`src/design/timer_cfg.svh`:
```
// Width and address settings for the timer unit, included by the packages and RTL that need them
`ifndef TIMER_CFG_SVH
`define TIMER_CFG_SVH

// Counter and reload width, any value from 4 to 32
`define TIMER_WIDTH 8

// Prescale ratio field, tick every prescale+1 clocks
`define TIMER_PRESCALE_WIDTH 4

// Saturating expiration counter
`define TIMER_EVT_CNT_WIDTH 8

// Register port
`define TIMER_ADDR_WIDTH 2
`define TIMER_ADDR_CTRL 2'd0 // enable, irq_en, clear_status, prescale
`define TIMER_ADDR_RELOAD 2'd1 // reload value in the low bits

// Bus word seen by the register port
`define TIMER_DATA_WIDTH 32

// Padding above the control fields
`define TIMER_CTRL_PAD_WIDTH (`TIMER_DATA_WIDTH - 3 - `TIMER_PRESCALE_WIDTH)

`endif

```
`src/design/timer_reg_pkg.sv`:
```
// Register-side types of the timer unit, imported by the decode stage and the top level
`default_nettype none

`include "timer_cfg.svh"

package timer_reg_pkg;

    // Control register as laid out on the bus, enable in bit 0
    typedef struct packed {
        logic [`TIMER_CTRL_PAD_WIDTH-1:0]  pad;          // Ignored on write
        logic [`TIMER_PRESCALE_WIDTH-1:0]  prescale;     // Divide ratio minus one
        logic                              clear_status; // Self-clearing request
        logic                              irq_en;       // Interrupt gate
        logic                              enable;       // Timer run
    } timer_ctrl_view_s;

    // One bus word, decoded as control or as reload by address
    // Reload view keeps the whole word so a 32-bit counter still fits
    typedef union packed {
        timer_ctrl_view_s                  ctrl_view;
        logic [`TIMER_DATA_WIDTH-1:0]      reload_view;  // Reload in low TIMER_WIDTH bits
    } timer_wr_word_u;

    // Held configuration produced by the decode stage
    typedef struct packed {
        logic                              enable;
        logic                              irq_en;
        logic [`TIMER_PRESCALE_WIDTH-1:0]  prescale;
        logic [`TIMER_WIDTH-1:0]           reload;
    } timer_cfg_s;

endpackage

`default_nettype wire

```
`src/design/timer_evt_pkg.sv`:
```
// Event-side types of the timer unit, passed between prescaler, counter and capture stages
`default_nettype none

`include "timer_cfg.svh"

package timer_evt_pkg;

    // Prescaler output, all fields registered together with the tick
    typedef struct packed {
        logic                     tick;        // One-cycle count pulse
        logic                     debug_mode;  // Freeze request, aligned to tick
        logic                     irq_en;      // Carried toward the capture stage
        logic [`TIMER_WIDTH-1:0]  reload;      // Value loaded on wrap
    } timer_tick_s;

    // Counter output to the capture stage
    typedef struct packed {
        logic [`TIMER_WIDTH-1:0]  count;       // Current count
        logic                     expired;     // Single pulse on wrap reload
        logic                     irq_en;      // Passed along unchanged
    } timer_state_s;

endpackage

`default_nettype wire

```
`src/design/timer_cmd_decode.sv`:
```
// Decode stage of the timer unit; turns register writes into held config and a status-clear pulse
`timescale 1ns/100ps
`default_nettype none

`include "timer_cfg.svh"

module timer_cmd_decode
    import timer_reg_pkg::*;
(
    input  logic                          clk,
    input  logic                          rst_n,
    input  logic                          wr_en,    // One-cycle write strobe
    input  logic [`TIMER_ADDR_WIDTH-1:0]  wr_addr,
    input  timer_wr_word_u                wr_data,
    output timer_cfg_s                    cfg,      // Held configuration
    output logic                          clear     // Status clear, one cycle
);

    timer_cfg_s               cfg_q;
    logic                     clear_q;
    logic                     ctrl_wr;    // Control register hit
    logic                     reload_wr;  // Reload register hit
    timer_ctrl_view_s         ctrl_word;
    logic [`TIMER_WIDTH-1:0]  reload_word;

    // Address decode, other addresses fall through and are dropped
    assign ctrl_wr   = wr_en && (wr_addr == `TIMER_ADDR_CTRL);
    assign reload_wr = wr_en && (wr_addr == `TIMER_ADDR_RELOAD);

    // Same bus word, two views
    assign ctrl_word   = wr_data.ctrl_view;
    assign reload_word = wr_data.reload_view[`TIMER_WIDTH-1:0];

    // Configuration registers
    always_ff @(posedge clk or negedge rst_n) begin
        if (!rst_n) begin
            cfg_q <= '0; // Timer disabled out of reset
        end else begin
            if (ctrl_wr) begin
                cfg_q.enable   <= ctrl_word.enable;
                cfg_q.irq_en   <= ctrl_word.irq_en;
                cfg_q.prescale <= ctrl_word.prescale;
            end
            if (reload_wr) begin
                cfg_q.reload <= reload_word; // Used at next wrap
            end
        end
    end

    // Clear request lives for exactly one cycle
    always_ff @(posedge clk or negedge rst_n) begin
        if (!rst_n) begin
            clear_q <= 1'b0;
        end else begin
            clear_q <= ctrl_wr && ctrl_word.clear_status;
        end
    end

    assign cfg   = cfg_q;
    assign clear = clear_q;

endmodule

`default_nettype wire

```
`src/design/timer_prescaler.sv`:
```
// Prescale stage of the timer unit; divides the clock into count ticks and aligns side info to them
`timescale 1ns/100ps
`default_nettype none

`include "timer_cfg.svh"

module timer_prescaler
    import timer_reg_pkg::*;
    import timer_evt_pkg::*;
(
    input  logic         clk,
    input  logic         rst_n,
    input  timer_cfg_s   cfg,
    input  logic         debug_mode,  // Level from debug controller
    output timer_tick_s  tick_info
);

    logic [`TIMER_PRESCALE_WIDTH-1:0]  div_cnt;   // Clocks since last tick
    logic                              div_done;  // Ratio reached this cycle
    logic                              tick_q;
    logic                              debug_q;
    logic                              irq_en_q;
    logic [`TIMER_WIDTH-1:0]           reload_q;

    assign div_done = (div_cnt == cfg.prescale);

    // Divider and control copies
    always_ff @(posedge clk or negedge rst_n) begin
        if (!rst_n) begin
            div_cnt  <= '0;
            tick_q   <= 1'b0;
            debug_q  <= 1'b0;
            irq_en_q <= 1'b0;
            reload_q <= '0;
        end else begin
            debug_q  <= debug_mode;
            irq_en_q <= cfg.irq_en;
            reload_q <= cfg.reload; // Reload payload follows the same stage
            if (!cfg.enable) begin
                div_cnt <= '0; // Restart from zero when stopped
                tick_q  <= 1'b0;
            end else if (div_done) begin
                div_cnt <= '0;
                tick_q  <= 1'b1; // One tick per prescale+1 clocks
            end else begin
                div_cnt <= div_cnt + 1'b1;
                tick_q  <= 1'b0;
            end
        end
    end

    assign tick_info.tick       = tick_q;
    assign tick_info.debug_mode = debug_q;
    assign tick_info.irq_en     = irq_en_q;
    assign tick_info.reload     = reload_q;

endmodule

`default_nettype wire

```
`src/design/debug_timer.sv`:
```
// Count stage of the timer unit; up-counter with wrap reload, debug freeze and pending reload
`timescale 1ns/100ps
`default_nettype none

`include "timer_cfg.svh"

module debug_timer
    import timer_evt_pkg::*;
#(
    parameter int WIDTH = `TIMER_WIDTH  // Must match the struct count width
) (
    input  logic          clk,
    input  logic          rst_n,
    input  timer_tick_s   tick_info,
    output timer_state_s  state
);

    // Counter actions
    localparam logic [1:0] ACT_HOLD = 2'b00;
    localparam logic [1:0] ACT_LOAD = 2'b01;
    localparam logic [1:0] ACT_INC  = 2'b10;
    localparam logic [1:0] ACT_PEND = 2'b11;

    logic [WIDTH-1:0]  count;
    logic [WIDTH-1:0]  count_d;         // Previous count, drives expired
    logic              reload_pending;  // Wrap owed from a debug stop
    logic              count_max;
    logic              wrap_due;        // At max or reload owed
    logic [2:0]        ctrl_sel;
    logic [1:0]        action;

    assign count_max = (count == {WIDTH{1'b1}});
    assign wrap_due  = count_max | reload_pending;
    assign ctrl_sel  = {tick_info.tick, tick_info.debug_mode, wrap_due};

    // Pick one action per cycle from tick, debug and wrap state
    always_comb begin
        case (ctrl_sel)
            3'b100:  action = ACT_INC;   // Normal count
            3'b101:  action = ACT_LOAD;  // Wrap, or owed wrap after debug
            3'b011:  action = ACT_PEND;  // Stopped at max in debug
            default: action = ACT_HOLD;  // Idle or frozen
        endcase
    end

    always_ff @(posedge clk or negedge rst_n) begin
        if (!rst_n) begin
            count          <= '0;
            count_d        <= '0;
            reload_pending <= 1'b0;
        end else begin
            count_d <= count;
            case (action)
                ACT_LOAD: begin
                    count          <= tick_info.reload;
                    reload_pending <= 1'b0; // Debt paid
                end
                ACT_INC: begin
                    count <= count + 1'b1;
                end
                ACT_PEND: begin
                    reload_pending <= 1'b1;
                end
                default: begin
                    count <= count; // Frozen
                end
            endcase
        end
    end

    // Expired from the delayed copy, so one pulse per wrap
    assign state.count   = count;
    assign state.expired = (count_d == {WIDTH{1'b1}}) && tick_info.tick
                           && !tick_info.debug_mode;
    assign state.irq_en  = tick_info.irq_en;

endmodule

`default_nettype wire

```
`src/design/timer_event_capture.sv`:
```
// Capture stage of the timer unit; counts expirations and holds the sticky status and interrupt
`timescale 1ns/100ps
`default_nettype none

`include "timer_cfg.svh"

module timer_event_capture
    import timer_evt_pkg::*;
(
    input  logic                             clk,
    input  logic                             rst_n,
    input  timer_state_s                     state,
    input  logic                             clear,       // Wins over expired
    output logic [`TIMER_WIDTH-1:0]          count,
    output logic [`TIMER_EVT_CNT_WIDTH-1:0]  expire_cnt,
    output logic                             status,      // Sticky expiration flag
    output logic                             irq          // Level interrupt
);

    localparam logic [`TIMER_EVT_CNT_WIDTH-1:0] EVT_MAX = {`TIMER_EVT_CNT_WIDTH{1'b1}};

    logic [`TIMER_WIDTH-1:0]          count_q;
    logic [`TIMER_EVT_CNT_WIDTH-1:0]  evt_cnt_q;
    logic                             status_q;
    logic                             irq_en_q;
    logic                             evt_sat;    // Counter at ceiling

    assign evt_sat = (evt_cnt_q == EVT_MAX);

    always_ff @(posedge clk or negedge rst_n) begin
        if (!rst_n) begin
            count_q   <= '0;
            evt_cnt_q <= '0;
            status_q  <= 1'b0;
            irq_en_q  <= 1'b0;
        end else begin
            count_q  <= state.count;  // One cycle behind the counter
            irq_en_q <= state.irq_en;
            if (clear) begin
                evt_cnt_q <= '0;
                status_q  <= 1'b0;
            end else if (state.expired) begin
                status_q <= 1'b1;
                if (!evt_sat) begin
                    evt_cnt_q <= evt_cnt_q + 1'b1; // Saturates at all ones
                end
            end
        end
    end

    assign count      = count_q;
    assign expire_cnt = evt_cnt_q;
    assign status     = status_q;
    assign irq        = status_q & irq_en_q; // Both registered

endmodule

`default_nettype wire

```
`src/design/timer_unit_top.sv`:
```
// Top level of the timer unit; chains decode, prescale, count and capture stages
`timescale 1ns/100ps
`default_nettype none

`include "timer_cfg.svh"

module timer_unit_top
    import timer_reg_pkg::*;
    import timer_evt_pkg::*;
(
    input  logic                             clk,
    input  logic                             rst_n,
    input  logic                             wr_en,
    input  logic [`TIMER_ADDR_WIDTH-1:0]     wr_addr,
    input  logic [`TIMER_DATA_WIDTH-1:0]     wr_data,
    input  logic                             debug_mode,
    output logic [`TIMER_WIDTH-1:0]          count,
    output logic [`TIMER_EVT_CNT_WIDTH-1:0]  expire_cnt,
    output logic                             status,
    output logic                             irq
);

    timer_cfg_s    cfg;        // Decode to prescale
    logic          clear;      // Decode to capture
    timer_tick_s   tick_info;  // Prescale to count
    timer_state_s  state;      // Count to capture

    // Stage 1
    timer_cmd_decode u_decode (
        .clk     (clk),
        .rst_n   (rst_n),
        .wr_en   (wr_en),
        .wr_addr (wr_addr),
        .wr_data (wr_data),  // Raw bus word seen through the union
        .cfg     (cfg),
        .clear   (clear)
    );

    // Stage 2
    timer_prescaler u_prescaler (
        .clk        (clk),
        .rst_n      (rst_n),
        .cfg        (cfg),
        .debug_mode (debug_mode),
        .tick_info  (tick_info)
    );

    // Stage 3
    debug_timer #(
        .WIDTH (`TIMER_WIDTH)
    ) u_timer (
        .clk       (clk),
        .rst_n     (rst_n),
        .tick_info (tick_info),
        .state     (state)
    );

    // Stage 4
    timer_event_capture u_capture (
        .clk        (clk),
        .rst_n      (rst_n),
        .state      (state),
        .clear      (clear),
        .count      (count),
        .expire_cnt (expire_cnt),
        .status     (status),
        .irq        (irq)
    );

endmodule

`default_nettype wire

```
`config.mk`:
```
export PLATFORM = sky130hd
export DESIGN_NAME = timer_unit_top
export DESIGN_NICKNAME = d
export VERILOG_FILES = /design/src/design/timer_reg_pkg.sv /design/src/design/timer_evt_pkg.sv /design/src/design/timer_cmd_decode.sv /design/src/design/timer_prescaler.sv /design/src/design/debug_timer.sv /design/src/design/timer_event_capture.sv /design/src/design/timer_unit_top.sv
export VERILOG_INCLUDE_DIRS = /design/src /design/src/design
export SDC_FILE = /design/constraint.sdc
export NUM_CORES = 1
export LEC_CHECK = 0
export ABC_AREA = 1
export CAP_MARGIN = 20
export CORE_UTILIZATION = 30
export DETAILED_ROUTE_END_ITERATION = 16
export DONT_BUFFER_PORTS = 1
export GPL_ROUTABILITY_DRIVEN = 0
export RECOVER_POWER = 100
export SYNTH_ARGS = -nofsm -noshare
export SYNTH_HDL_FRONTEND = slang
export SYNTH_HIERARCHICAL = 1
export SYNTH_SLANG_ARGS = --single-unit
export TNS_END_PERCENT = 1
```
`constraint.sdc`:
```
create_clock -name clk -period 1.7 [get_ports clk]
set_input_delay 0.425 -clock clk [delete_from_list [all_inputs] [get_ports clk]]
set_output_delay 0.425 -clock clk [all_outputs]
set_load 0.005 [all_outputs]
```
# After elaboration in Yosys (flattened, before gate mapping)
# Cells that the tools add are included.
# word_totals
ff_bits,57
out_inout_bits,18
# classes
addsub,3
n_eq_ne,12
n_reduce_logical,11
n_bitwise,2
muxes,12
# ops
operator,count
$eq 8x8->1 const B,3
$mux 8,3
$add 8x1->8 const B,2
$pmux 8 s2,1
$mux 4,2
$eq 3x3->1 const B,2
$pmux 2 s3,1
$reduce_bool 2->1,3
$logic_and 1x1->1,5
$add 4x1->4 const B,1
$eq 2x1->1 const B,2
$eq 2x2->1 const B,2
$eq 4x4->1,1
$mux 1,4
$eq 3x2->1 const B,1
$logic_not 2->1,1
$ne 2x2->1 const B,1
$pmux 1 s2,1
$reduce_and 2->1,1
$and 1x1->1,1
$logic_not 1->1,1
$or 1x1->1,1

# Longest topological paths before layout
# logic_depth
ltp_word,6
ltp_mapped,11
mapped_depth_nobuf,9

# By module
# Netlist, hierarchy kept.
# modules_own_cells
module,area_per_inst_um2,seq_area_each_um2,n_inst,cells_per_inst
debug_timer,869.6,425.4,1,100
timer_event_capture,778.2,450.4,1,83
timer_cmd_decode,633.1,375.4,1,66
timer_prescaler,551.8,375.4,1,53

# Least setup slack after synthesis
# No wires, ideal clock.
# synth_path
path_type,register -> register
startpoint,register u_prescaler.debug_q
endpoint,register u_capture.evt_cnt_q[7] (netlist: u_capture/expire_cnt[7])
arrival_time_ps,1572
setup_slack_ps,15
n_path_buf,2
stages_incl_launch_ff,11
setup_time_ps,113
synth_period_minus_slack_ps,1685
path_cell_list,dfrtp_1 buf_4 inv_1 nand2_1 buf_6 nor3_1 inv_1 a21oi_1 nand3_1 nand2_1 inv_1
# synth_lines
element,line,source
from (decl),timer_prescaler.sv:21,logic debug_q;
from (signal assigned),timer_prescaler.sv:36,debug_q <= debug_mode;
to (signal assigned),timer_event_capture.sv:45,evt_cnt_q <= evt_cnt_q + 1'b1;
to (decl),timer_event_capture.sv:23,logic [`TIMER_EVT_CNT_WIDTH-1:0] evt_cnt_q;

# Worst setup path in the final report
# layout_path
startpoint,register u_timer.count[0]
endpoint,register u_timer.count[6]
# layout_via
elab_chain_len,6
elab_cells_between_ends,11
cone_classes,1 x add/sub; 6 x eq/ne; 2 x mux; 1 x bitwise; 1 x reduce/logical
# layout_rtl
element,line,source
from (decl),debug_timer.sv:24,logic [WIDTH-1:0] count;
from (signal assigned),debug_timer.sv:55,count <= tick_info.reload;
from (signal assigned),debug_timer.sv:59,count <= count + 1'b1;
from (signal assigned),debug_timer.sv:65,count <= count;
$eq 8x8->1,debug_timer.sv:32,assign count_max = (count == {WIDTH{1'b1}});
$or 1x1->1,debug_timer.sv:33,assign wrap_due = count_max | reload_pending;
$eq 3x2->1 or $eq 3x3->1 (tied branches),debug_timer.sv:38,case (ctrl_sel)
$pmux 2 s3,debug_timer.sv:38,
$eq 2x2->1 or $eq 2x1->1 (tied branches),debug_timer.sv:53,case (action)
$pmux 8 s2 or $reduce_bool 2->1 (tied branches),n/a,
# Several ways; a longest one is shown, not always the timed one.
# A chain may end at the register's enable or synchronous reset.

==> results.toml <==
[logic_synthesis]
syn_nets = 343
synth-edff-count = 0
yosys-top-cells-area = "dfrtp_1 (57%), nand2_1 (12%), nand3_1 (5.3%)"
yosysTopAreaCell = "dfrtp_1"
ys_warn_count = 6
synth_top_flop_cell = "dfrtp_1"
synth.ff_latch_count = 65
syn_avg_cell_area_um2 = 9.38
synth_most_common_cell = "nand2_1"
yosysUniqueCellTypes = 27
synth_xor_area_share_pct = 1.24
ys_seq_area_share_pct = 57.4
synth_top_family_by_area = "simple AND/OR/NAND/NOR gates"
synth_compound_area_share_pct = 3.45
synth_adder_area_share_pct = 1.33
synth_top_area_share_pct = 57.4
synthMuxAreaShare_pct = 0
synth-simple-area-share_pct = 29.8
synth-async-reset-ratio_pct = 100
netlist_area_mm2 = 0.00283
synthTopCellsByCount = "nand2_1 (88), dfrtp_1 (65), nand3_1 (30), inv_1 (29), nor2_1 (18)"
synth_cells = 302

[cells_and_area]
regArea_mm2 = 0.00163
multiInputGateArea_um2 = 978
syn2layout_area_growth_pct = 8.35
drive_gt1_share_pct = 10.9
fillerInstances = 969
fin_nets = 348
diodes = 0

[worst_setup_path]
critPathKind = "register to register"
r2r_cells = 8
reg2reg_from = "u_timer/count[0]"
cp-startpoint = "u_timer/count[0]"
end_kind = "register"
arrival_ns = 1.88
reg2reg_slack_ns = 0.09
start_kind = "register"
cp.required_ns = 1.97
path_max_fanout = 10
r2r-end = "u_timer/count[6]"

[power]
combPwrFrac_pct = 6.8
clock_power_share_pct = 37.1
leakage_uw = 0.00153
cell_internal_pwr_uw = 2500
power_uw = 3340
irDropWorstVdd_uv = 453
p_seq_share_pct = 56.1
switching_share_pct = 25.0
powerDensity_mw_per_mm2 = 1090
power.net_switching_uw = 836

[clocking]
cts_resized = 0
cts_tree = "done"
clock-sinks = 65
h-tree-depth = 3
clk_pin_slew_ns = 0.07
clockBufferDepth = 2
clock_latency_ns = 0.33
cts_root_buf = "clkbuf_8"
post_cts_buffers = 0
cts_made_buffers = 9

[sta]
report.final.slew_viol_count = 0
min_period_over_period_pct = 94.6
timing.hold.ws_ns = -0.224
finClkSkew_ns = 0.00496
worst_pin_slew_ns = 0.483
slew-limit-headroom_pct = 67.7
fmax_mhz = 622
final-setup-viol-count = 0
fin_tns_setup_ns = 0
rsz0062_at_grt = "false"
period_minus_slack_ns = 1.61
hold_viol = 65

[floorplanning]
die_area_mm2 = 0.00983
floorplan.initialDensity_pct = 30.8
die_y_um = 99.2
core_area_mm2 = 0.00920
rows = 35
die_w_um = 99.2
io_pins = 56

[global_routing]
antenna_found_initial = 0
overflow = 0
grt_pass1_vias = 1876
grt_pass1_wl_mm = 8.45
grt_usage_pct = 11.1
grt_max_degree = 66

[run_status]
failed_checks = "hold timing"
status = "finished, violations left"

[worst_hold_path]
min_path_type = "input port to async pin"

[run]
drv_cap = 0

[placement]
portBuffers = 0
dpl.hpwl_mm = 3.46

[routing]
drt_iter0_drc = 113
ant_nets = 0
viasPerCell = 4.61
drt_first_pass_iters = 4
wl_per_cell_um = 11.6
finalWirelength_mm = 4.92
vias = 1949
drc = 0
flip-flops by register name, indices dropped and copies added, names as in the netlist:
signal,count
u_capture/count,8
u_capture/expire_cnt,8
u_capture/irq_en_q,1
u_capture/status,1
u_decode/cfg,14
u_decode/clear,1
u_prescaler/debug_q,1
u_prescaler/div_cnt,4
u_prescaler/irq_en_q,1
u_prescaler/reload_q,8
u_prescaler/tick_q,1
u_timer/count,8
u_timer/count_d,8
u_timer/reload_pending,1
metrics by stage:
stage	hold WS [ns]	setup WS (ns)	std cells	utilization, %	instance area, um2
after floorplan	0.129	0.0152	302	-	2830
after global placement	0.130	0.160	407	31.8	2920
after detailed placement	0.130	0.133	407	31.8	2920
after CTS	-0.242	0.117	423	33.8	3110
after global routing	-0.246	0.0208	423	33.4	3070
final	-0.224	0.0926	423	33.4	3070
final cells by class:
class / instances / share of cell area, %
timing repair buffer: 3 / 0.611
sequential: 65 / 53.0
clock buffer: 10 / 4.16
clock inverter: 6 / 1.92
multi-input combinational: 196 / 31.9
tap: 111 / 4.53
inverter: 32 / 3.91
cells in the final DEF, fill, tap and decap left out, types with 2 or more instances in the layout:
cell      netlist  final
nand3b_1        3      3
a21oi_1         4      4
ha_1            3      3
nor2_2          4      2
buf_4           6      2
clkbuf_1        0      2
inv_1          29     31
nand2_1        88     91
clkbuf_8        0      9
nand4_1        12     12
nor2_4          4      3
o21bai_1        3      3
nand2_2         6      5
xor2_1          3      3
dfrtp_1        65     65
nand2_4         4      2
nor2_1         18     21
o21ai_0         6      6
clkinv_2        0      4
nand3_1        30     31
metal layers:
metal / global-route usage [%] / up-vias / share of wire [%]
met5: 0 / - / 0
met4: 3.73 / 0 / 1.4
met3: 4.64 / 7 / 6.2
met2: 16.9 / 43 / 45
met1: 14.3 / 925 / 47
li1: - / 974 / -
kinds of logic (layout without fill, tap and decap cells):
| kind of cell | after synthesis | after routing |
|---|---|---|
| AOI/OAI and AO/OA | 16 | 16 |
| DFF | 65 | 65 |
| xor gates and xnor gates | 4 | 4 |
| and+or+nand+nor | 173 | 173 |
| buffers and inverters | 41 | 51 |
| adders and majority gates | 3 | 3 |
worst max path at each step:
stage	slack [ns]	to
global route	0.02	u_capture/expire_cnt[0]
detailed placement	0.13	u_capture/expire_cnt[0]
global placement	0.16	u_capture/expire_cnt[0]
CTS	0.12	u_capture/expire_cnt[6]
floorplan	0.02	u_capture/expire_cnt[7]
finish	0.09	u_timer/count[6]
critical path: stages (launching register included):
cell	delay [ns]
dfrtp_1	0.46
ha_1	0.26
inv_1	0.08
nor2_1	0.05
nand2_1	0.23
nand2_8	0.11
nor2_1	0.21
nand2_1	0.08
nand3_1	0.07
power groups by stage:
stage          Sequential [uW]  Clock [uW]  Combinational [uW]
3_5_place_dp              1910           0                 233
2_1_floorplan             1860           0                 229
3_3_place_gp              1900           0                 226
6_report                  1870        1240                 228
5_1_grt                   1900        1340                 268
4_1_cts                   1880        1300                 236
Power figures use the tool's default switching activity.
